### src/design/int_core_pkg.sv
package int_core_pkg;

  // data, pc and instruction words
  typedef logic [31:0] word_t;
  // register index
  typedef logic [4:0]  reg_addr_t;

  // major opcodes of the supported RV32I subset
  localparam logic [6:0] op_lui   = 7'b0110111;
  localparam logic [6:0] op_auipc = 7'b0010111;
  localparam logic [6:0] op_imm   = 7'b0010011;
  localparam logic [6:0] op_reg   = 7'b0110011;

  // funct7 values, alt selects SUB and SRA/SRAI
  localparam logic [6:0] funct7_base = 7'b0000000;
  localparam logic [6:0] funct7_alt  = 7'b0100000;

  typedef enum logic [3:0] {
    alu_add,
    alu_sub,
    alu_sll,
    alu_slt,
    alu_sltu,
    alu_xor,
    alu_srl,
    alu_sra,
    alu_or,
    alu_and,
    alu_pass_b
  } alu_op_t;

  // source of ALU operand A
  typedef enum logic [1:0] {
    a_reg,
    a_pc,
    a_zero
  } operand_a_t;

  // output of the decode register
  typedef struct packed {
    logic       valid;
    word_t      pc;
    reg_addr_t  rs1;
    reg_addr_t  rs2;
    reg_addr_t  rd;
    logic       reg_write;
    logic       illegal;
    alu_op_t    alu_op;
    operand_a_t a_sel;
    logic       b_is_imm;
    word_t      imm;
  } decoded_t;

  // contents of the issue register, operands already resolved
  typedef struct packed {
    logic      valid;
    word_t     pc;
    reg_addr_t rd;
    logic      reg_write;
    logic      illegal;
    alu_op_t   alu_op;
    word_t     operand_a;
    word_t     operand_b;
  } issue_t;

  typedef struct packed {
    logic      valid;
    word_t     pc;
    reg_addr_t rd;
    logic      reg_write;
    logic      illegal;
    word_t     result;
  } writeback_t;

endpackage
### src/design/int_pipeline_top.sv
module int_pipeline_top import int_core_pkg::*; (
  input  logic      clock,
  input  logic      reset,
  input  logic      inst_valid,
  input  word_t     inst,
  input  word_t     pc,
  input  logic      block,
  input  logic      clear_pipeline,
  output logic      retire_valid,
  output word_t     retire_pc,
  output reg_addr_t retire_rd,
  output logic      retire_write,
  output logic      retire_illegal,
  output word_t     retire_value
);

  decoded_t   decoded;
  reg_addr_t  rs1;
  reg_addr_t  rs2;
  word_t      rdata1;
  word_t      rdata2;
  issue_t     issue;
  writeback_t ex_bypass;
  writeback_t wb;

  decode_stage decode_stage0 (
    .clock          (clock),
    .reset          (reset),
    .block          (block),
    .clear_pipeline (clear_pipeline),
    .inst_valid     (inst_valid),
    .inst           (inst),
    .pc             (pc),
    .decoded        (decoded)
  );

  operand_stage operand_stage0 (
    .clock          (clock),
    .reset          (reset),
    .block          (block),
    .clear_pipeline (clear_pipeline),
    .decoded        (decoded),
    .rs1            (rs1),
    .rs2            (rs2),
    .rdata1         (rdata1),
    .rdata2         (rdata2),
    .ex_bypass      (ex_bypass),
    .wb             (wb),
    .issue          (issue)
  );

  register_file register_file0 (
    .clock  (clock),
    .reset  (reset),
    .block  (block),
    .rs1    (rs1),
    .rs2    (rs2),
    .rdata1 (rdata1),
    .rdata2 (rdata2),
    .wb     (wb)
  );

  execute_stage execute_stage0 (
    .clock        (clock),
    .reset        (reset),
    .block        (block),
    .issue        (issue),
    .ex_bypass    (ex_bypass),
    .wb           (wb),
    .retire_valid (retire_valid)
  );

  // retire port is the writeback record
  assign retire_pc      = wb.pc;
  assign retire_rd      = wb.rd;
  assign retire_write   = wb.reg_write;
  assign retire_illegal = wb.illegal;
  assign retire_value   = wb.result;

endmodule

### src/design/execute_stage.sv
module execute_stage import int_core_pkg::*; (
  input  logic       clock,
  input  logic       reset,
  input  logic       block,
  input  issue_t     issue,
  output writeback_t ex_bypass,
  output writeback_t wb,
  output logic       retire_valid
);

  word_t      op_a;
  word_t      op_b;
  logic [4:0] shamt;
  word_t      result;

  assign op_a  = issue.operand_a;
  assign op_b  = issue.operand_b;
  // shifts only look at the low five bits of B
  assign shamt = op_b[4:0];

  always_comb begin
    case (issue.alu_op)
      alu_add:    result = op_a + op_b;
      alu_sub:    result = op_a - op_b;
      alu_sll:    result = op_a << shamt;
      alu_slt:    result = {31'b0, $signed(op_a) < $signed(op_b)};
      alu_sltu:   result = {31'b0, op_a < op_b};
      alu_xor:    result = op_a ^ op_b;
      alu_srl:    result = op_a >> shamt;
      alu_sra:    result = $signed(op_a) >>> shamt;
      alu_or:     result = op_a | op_b;
      alu_and:    result = op_a & op_b;
      alu_pass_b: result = op_b;
      default:    result = '0;
    endcase
  end

  // current result, forwarded to the operand stage in the same cycle
  always_comb begin
    ex_bypass.valid     = issue.valid;
    ex_bypass.pc        = issue.pc;
    ex_bypass.rd        = issue.rd;
    ex_bypass.reg_write = issue.reg_write;
    ex_bypass.illegal   = issue.illegal;
    ex_bypass.result    = result;
  end

  always_ff @(posedge clock) begin
    if (reset) begin
      wb.valid <= 1'b0;
    end else if (!block) begin
      wb <= ex_bypass;
    end
  end

  // a frozen record is reported once, on its unblocked cycle
  assign retire_valid = wb.valid && !block;

endmodule

### src/design/operand_stage.sv
module operand_stage import int_core_pkg::*; (
  input  logic       clock,
  input  logic       reset,
  input  logic       block,
  input  logic       clear_pipeline,
  input  decoded_t   decoded,
  output reg_addr_t  rs1,
  output reg_addr_t  rs2,
  input  word_t      rdata1,
  input  word_t      rdata2,
  input  writeback_t ex_bypass,
  input  writeback_t wb,
  output issue_t     issue
);

  word_t  src1;
  word_t  src2;
  word_t  operand_a;
  issue_t issue_next;

  // freshest value of one source, near is the younger producer
  function automatic word_t forward(
    input reg_addr_t  idx,
    input word_t      rf_value,
    input writeback_t near,
    input writeback_t far
  );
    word_t value;
    value = rf_value;
    if (idx != '0) begin
      if (near.valid && near.reg_write && near.rd == idx) begin
        value = near.result;
      end else if (far.valid && far.reg_write && far.rd == idx) begin
        value = far.result;
      end
    end
    return value;
  endfunction

  assign rs1 = decoded.rs1;
  assign rs2 = decoded.rs2;

  assign src1 = forward(decoded.rs1, rdata1, ex_bypass, wb);
  assign src2 = forward(decoded.rs2, rdata2, ex_bypass, wb);

  always_comb begin
    case (decoded.a_sel)
      a_pc:    operand_a = decoded.pc;
      a_zero:  operand_a = '0;
      default: operand_a = src1;
    endcase
  end

  always_comb begin
    issue_next.valid     = decoded.valid && !clear_pipeline;
    issue_next.pc        = decoded.pc;
    issue_next.rd        = decoded.rd;
    issue_next.reg_write = decoded.reg_write;
    issue_next.illegal   = decoded.illegal;
    issue_next.alu_op    = decoded.alu_op;
    issue_next.operand_a = operand_a;
    issue_next.operand_b = decoded.b_is_imm ? decoded.imm : src2;
  end

  always_ff @(posedge clock) begin
    if (reset) begin
      issue.valid <= 1'b0;
    end else if (!block) begin
      issue <= issue_next;
    end
  end

endmodule

### src/design/register_file.sv
module register_file import int_core_pkg::*; (
  input  logic       clock,
  input  logic       reset,
  input  logic       block,
  input  reg_addr_t  rs1,
  input  reg_addr_t  rs2,
  output word_t      rdata1,
  output word_t      rdata2,
  input  writeback_t wb
);

  // x1 to x31, x0 has no storage
  word_t regs [1:31];
  logic  write_en;

  assign write_en = wb.valid && wb.reg_write && (wb.rd != '0) && !block;

  always_ff @(posedge clock) begin
    if (reset) begin
      for (int i = 1; i < 32; i++) begin
        regs[i] <= '0;
      end
    end else if (write_en) begin
      regs[wb.rd] <= wb.result;
    end
  end

  // combinational reads, forwarding sits in the operand stage
  assign rdata1 = (rs1 == '0) ? '0 : regs[rs1];
  assign rdata2 = (rs2 == '0) ? '0 : regs[rs2];

endmodule

### src/design/decode_stage.sv
module decode_stage import int_core_pkg::*; (
  input  logic     clock,
  input  logic     reset,
  input  logic     block,
  input  logic     clear_pipeline,
  input  logic     inst_valid,
  input  word_t    inst,
  input  word_t    pc,
  output decoded_t decoded
);

  word_t      inst_q;
  word_t      pc_q;
  logic       valid_q;

  logic [6:0] opcode;
  logic [2:0] funct3;
  logic [6:0] funct7;
  word_t      imm_i;
  word_t      imm_u;

  logic       known;
  alu_op_t    alu_op;
  operand_a_t a_sel;
  logic       b_is_imm;
  logic       use_imm_u;

  always_ff @(posedge clock) begin
    if (reset) begin
      valid_q <= 1'b0;
    end else if (!block) begin
      valid_q <= inst_valid && !clear_pipeline;
    end
  end

  always_ff @(posedge clock) begin
    if (!block) begin
      inst_q <= inst;
      pc_q   <= pc;
    end
  end

  assign opcode = inst_q[6:0];
  assign funct3 = inst_q[14:12];
  assign funct7 = inst_q[31:25];

  assign imm_i = {{20{inst_q[31]}}, inst_q[31:20]};
  assign imm_u = {inst_q[31:12], 12'b0};

  always_comb begin
    known     = 1'b1;
    alu_op    = alu_add;
    a_sel     = a_reg;
    b_is_imm  = 1'b0;
    use_imm_u = 1'b0;
    case (opcode)
      // lui is 0 + imm, passed straight through
      op_lui: begin
        alu_op    = alu_pass_b;
        a_sel     = a_zero;
        b_is_imm  = 1'b1;
        use_imm_u = 1'b1;
      end
      op_auipc: begin
        a_sel     = a_pc;
        b_is_imm  = 1'b1;
        use_imm_u = 1'b1;
      end
      op_imm: begin
        b_is_imm = 1'b1;
        case (funct3)
          3'b000: alu_op = alu_add;
          3'b001: begin
            alu_op = alu_sll;
            known  = (funct7 == funct7_base);
          end
          3'b010: alu_op = alu_slt;
          3'b011: alu_op = alu_sltu;
          3'b100: alu_op = alu_xor;
          3'b101: begin
            alu_op = funct7[5] ? alu_sra : alu_srl;
            known  = (funct7 == funct7_base) || (funct7 == funct7_alt);
          end
          3'b110: alu_op = alu_or;
          default: alu_op = alu_and;
        endcase
      end
      op_reg: begin
        case (funct3)
          3'b000: alu_op = funct7[5] ? alu_sub : alu_add;
          3'b001: alu_op = alu_sll;
          3'b010: alu_op = alu_slt;
          3'b011: alu_op = alu_sltu;
          3'b100: alu_op = alu_xor;
          3'b101: alu_op = funct7[5] ? alu_sra : alu_srl;
          3'b110: alu_op = alu_or;
          default: alu_op = alu_and;
        endcase
        // only add/sub and the right shifts have an alternate form
        known = (funct7 == funct7_base) ||
                ((funct7 == funct7_alt) && (funct3 == 3'b000 || funct3 == 3'b101));
      end
      default: known = 1'b0;
    endcase
  end

  always_comb begin
    decoded.valid     = valid_q;
    decoded.pc        = pc_q;
    decoded.rs1       = inst_q[19:15];
    decoded.rs2       = inst_q[24:20];
    decoded.rd        = inst_q[11:7];
    // x0 as destination retires without a write
    decoded.reg_write = valid_q && known && (inst_q[11:7] != '0);
    decoded.illegal   = valid_q && !known;
    decoded.alu_op    = alu_op;
    decoded.a_sel     = a_sel;
    decoded.b_is_imm  = b_is_imm;
    decoded.imm       = use_imm_u ? imm_u : imm_i;
  end

endmodule

### config.mk
export PLATFORM = sky130hd
export DESIGN_NAME = int_pipeline_top
export DESIGN_NICKNAME = d
export VERILOG_FILES = /design/src/design/int_core_pkg.sv /design/src/design/int_pipeline_top.sv /design/src/design/execute_stage.sv /design/src/design/operand_stage.sv /design/src/design/register_file.sv /design/src/design/decode_stage.sv
export SDC_FILE = /design/constraint.sdc
export NUM_CORES = 2
export LEC_CHECK = 0
export ABC_CLOCK_PERIOD_IN_PS = 17500
export BUFFER_PORTS_ARGS = -buffer_cell sky130_fd_sc_hd__buf_2
export CAP_MARGIN = 20
export CELL_PAD_IN_SITES_DETAIL_PLACEMENT = 0
export CELL_PAD_IN_SITES_GLOBAL_PLACEMENT = 1
export CORE_AREA = 3 3 503 505
export CTS_CLUSTER_SIZE = 28
export DETAILED_ROUTE_END_ITERATION = 6
export DIE_AREA = 0 0 506 508
export GPL_ROUTABILITY_DRIVEN = 0
export PLACE_DENSITY = 0.5
export SLEW_MARGIN = 20
export SYNTH_ARGS = -nofsm -noshare
export SYNTH_HDL_FRONTEND = slang
export SYNTH_SLANG_ARGS = --single-unit
### constraint.sdc
create_clock -name clock -period 17.5 [get_ports clock]
set_input_delay 3.5 -clock clock [delete_from_list [all_inputs] [get_ports clock]]
set_output_delay 3.5 -clock clock [all_outputs]
set_load 0.1 [all_outputs]
==> out/qor.yml <==
clock_network:
  holdBufCountCts: 0
  clockBufferDepth: 3
  cts_tree: "built"
  htreeDepth: 4
  post_cts_resized: 0
  clockRootBuffer: "clkbuf_16"
  postCtsSetupRepairBufs: 0
  cts.clk_slew.worst_paths_ns: 0.06
  cts_sinks: 1279
  clk_latency_ns: 0.82
  cts-buffers-inserted: 159
die:
  dieArea_um2: 257000
  design.core.area_um2: 248700
  die_w_um: 506
  rows: 183
  die_h_um: 508
  start_util_pct: 29.95
  boundaryPins: 141
power_and_ir_drop:
  power.density_nw_per_um2: 102.7
  clkPwrFrac_pct: 37.9
  p_leak_nw: 29.43
  power.switching_mw: 2.629
  p_int_mw: 5.944
  irDropWorstVdd_uv: 88.90
  p_sw_share_pct: 30.67
  power_frac_seq_pct: 42.6
  share_comb_of_total_power_pct: 19.5
finish:
  area_growth_pct: 12.03
  fillers: 24380
  layout-drive-gt1-share_pct: 24.72
  fin_nets: 5451
worst_setup_path:
  crit_fanout: 18
  critPathRequiredTime_ns: 14.00
  worst-setup-path-type: "input port to output port"
  critPathArrivalTime_ns: 4.34
  setup.worst_path.start_class: "input port"
  critPathCaptureType: "output port"
global_route:
  grt_pass1_vias: 48120
  antenna_found_initial: 27
  grt_max_degree: 87
  overflow: 0
  grt_usage_pct: 22.01
  grt_pass1_wl_mm: 400.0
yosys:
  ys.flop_type: "edfxtp_1"
  yosys_warnings: 0
  async_reset_ff_share_pct: 0
  ys_ff_latch: 1279
  synth_edf_count: 1266
  yosysSeqAreaShare_pct: 51.39
  syn-cell-area_um2: 74480
  synth_area_per_cell_um2: 13.85
  synthDistinctLibCells: 103
  postSynthCellCount: 5379
drt:
  met1_length_mm: 124.3
  top_layer: "met4"
  vias: 47880
  viasPerCell: 5.478
  drtIter0Drc: 5326
  drc_errors: 3
  wl_per_cell_um: 33.02
  dr_wl_met2_mm: 140.9
  drt-total-wl_mm: 288.7
  ant_nets: 0
  met3WireLength_mm: 13.54
  dr.pass1.iters: 7
placement:
  io_buffers: 140
  post-place-ws_ns: 9.122
  hpwl_mm: 202.5
timing:
  slew_headroom_pct: 8.332
  min_period_over_period_pct: 44.81
  hold_viol: 0
  fin_skew_ns: 0.04927
  grt_setup_unrepaired: "false"
  period_minus_slack_ns: 7.842
  slew_viol_final: 0
  setup-tns-final_ns: 0
  setup_slack_ns: 9.658
  worstMarginPinSlew_ns: 1.361
  setup_viol: 0
  max_clock_freq_ghz: 0.1275
min_path:
  hold_class: "flip-flop to flip-flop"
status:
  status: "complete, but fails checks"
  failed_checks: "design-rule violations"
run:
  drv_cap: 0
[sequential cells by signal, indices dropped and copies added, names as in the netlist, named ones only]
name	cells
decode_stage0.inst_q	32
decode_stage0.pc_q	32
decode_stage0.valid_q	1
execute_stage0.wb	72
operand_stage0.issue	108
register_file0.regs	1024
[synth_stat cells (17+ instances only)]
cell | count | share of area (%)
a21oi_1 | 145 | 0.97
ha_1 | 106 | 1.8
mux2i_1 | 111 | 1.5
a221o_1 | 23 | 0.31
clkbuf_1 | 390 | 2.0
a22oi_1 | 20 | 0.20
o21ai_0 | 134 | 0.90
a31oi_1 | 18 | 0.15
buf_1 | 61 | 0.31
xnor2_1 | 17 | 0.20
nand3_1 | 41 | 0.28
nor2b_1 | 31 | 0.26
a211oi_1 | 64 | 0.65
nand2b_1 | 18 | 0.15
or2_2 | 37 | 0.31
xor2_1 | 20 | 0.24
and2_1 | 1002 | 8.4
edfxtp_1 | 1266 | 51
nand2_1 | 206 | 1.0
inv_1 | 134 | 0.68
buf_2 | 43 | 0.29
nor3_1 | 44 | 0.30
mux4_2 | 697 | 21
o211ai_1 | 18 | 0.18
mux2_2 | 22 | 0.33
o21ai_1 | 40 | 0.27
o221ai_1 | 45 | 0.53
nor2_1 | 235 | 1.2
nor4_1 | 21 | 0.18
buf_4 | 73 | 0.74
[final cells by class]
type | count | area [um^2] | area share (%)
sequential | 1279 | 38310 | 45.91
multi-input combinational | 3418 | 33570 | 40.23
tap | 3330 | 4167 | 4.993
clock buffer | 184 | 4094 | 4.907
timing repair buffer | 277 | 1819 | 2.180
clock inverter | 104 | 934.6 | 1.120
inverter | 139 | 523.0 | 0.6268
antenna | 10 | 25.02 | 0.02999
[power groups by stage]
stage	combinational [mW]	sequential, mW	clock (mW)
after global placement	1.66	3.71	0
after floorplan	1.06	3.63	0
final	1.68	3.65	3.25
after detailed placement	1.67	3.71	0
after CTS	1.67	3.65	3.32
after global routing	1.75	3.66	3.44
[layer usage]
| layer | global-route usage [%] | vias to the layer above |
|---|---|---|
| met5 | 0 | - |
| met4 | 7.099 | 0 |
| met3 | 2.485 | 378 |
| met2 | 36.85 | 1480 |
| met1 | 29.85 | 25570 |
| li1 | - | 20450 |
[cell usage in the layout (no fill, tap or decap), drive strengths merged, types with 46 or more instances in the layout]
cell type  synthesis  final
nor2             235    235
o221ai            46     46
nand2            206    206
mux4             697    697
a211oi            66     66
buf              183    277
clkbuf           391    184
mux2i            111    111
ha               106    106
o21ai            174    174
clkinv             3     79
a21oi            147    147
edfxtp          1266   1266
inv              136    144
and2            1002   1002
[through the flow]
stage,area (um^2),util [%],std cells,hold slack (ns),power (mW)
2_1_floorplan,74600,-,5410,0.4003,4.694
4_1_cts,83410,33.55,8731,0.4043,8.644
3_3_place_gp,78330,31.50,8441,0.4005,5.373
6_report,83440,33.56,8741,0.4060,8.573
3_5_place_dp,78390,31.52,8443,0.4045,5.381
5_1_grt,83420,33.55,8732,0.4099,8.851
[kinds of logic after synthesis]
family	share of synthesized area (%)
simple gates	12.88
other cells	0.005035
compound gates	6.379
xor+xnor	0.4351
buf+inv	4.123
fa+ha+maj	1.834
flops	51.39
mux	22.95
[worst max-delay path, cell delays in order]
cell,delay [ns]
buf_2,0.24
nor2b_1,0.16
buf_2,0.44
[final timing paths]
check	endpoint	cells after the start	start	slack [ns]
min	execute_stage0.wb[50]	0	operand_stage0.issue[86]	0.41
max reg2reg	operand_stage0.issue[31]	12	operand_stage0.issue[3]	11.28
min reg2reg	execute_stage0.wb[50]	0	operand_stage0.issue[86]	0.41
max	retire_valid	3	block	9.66
Power figures use the tool's default switching activity.
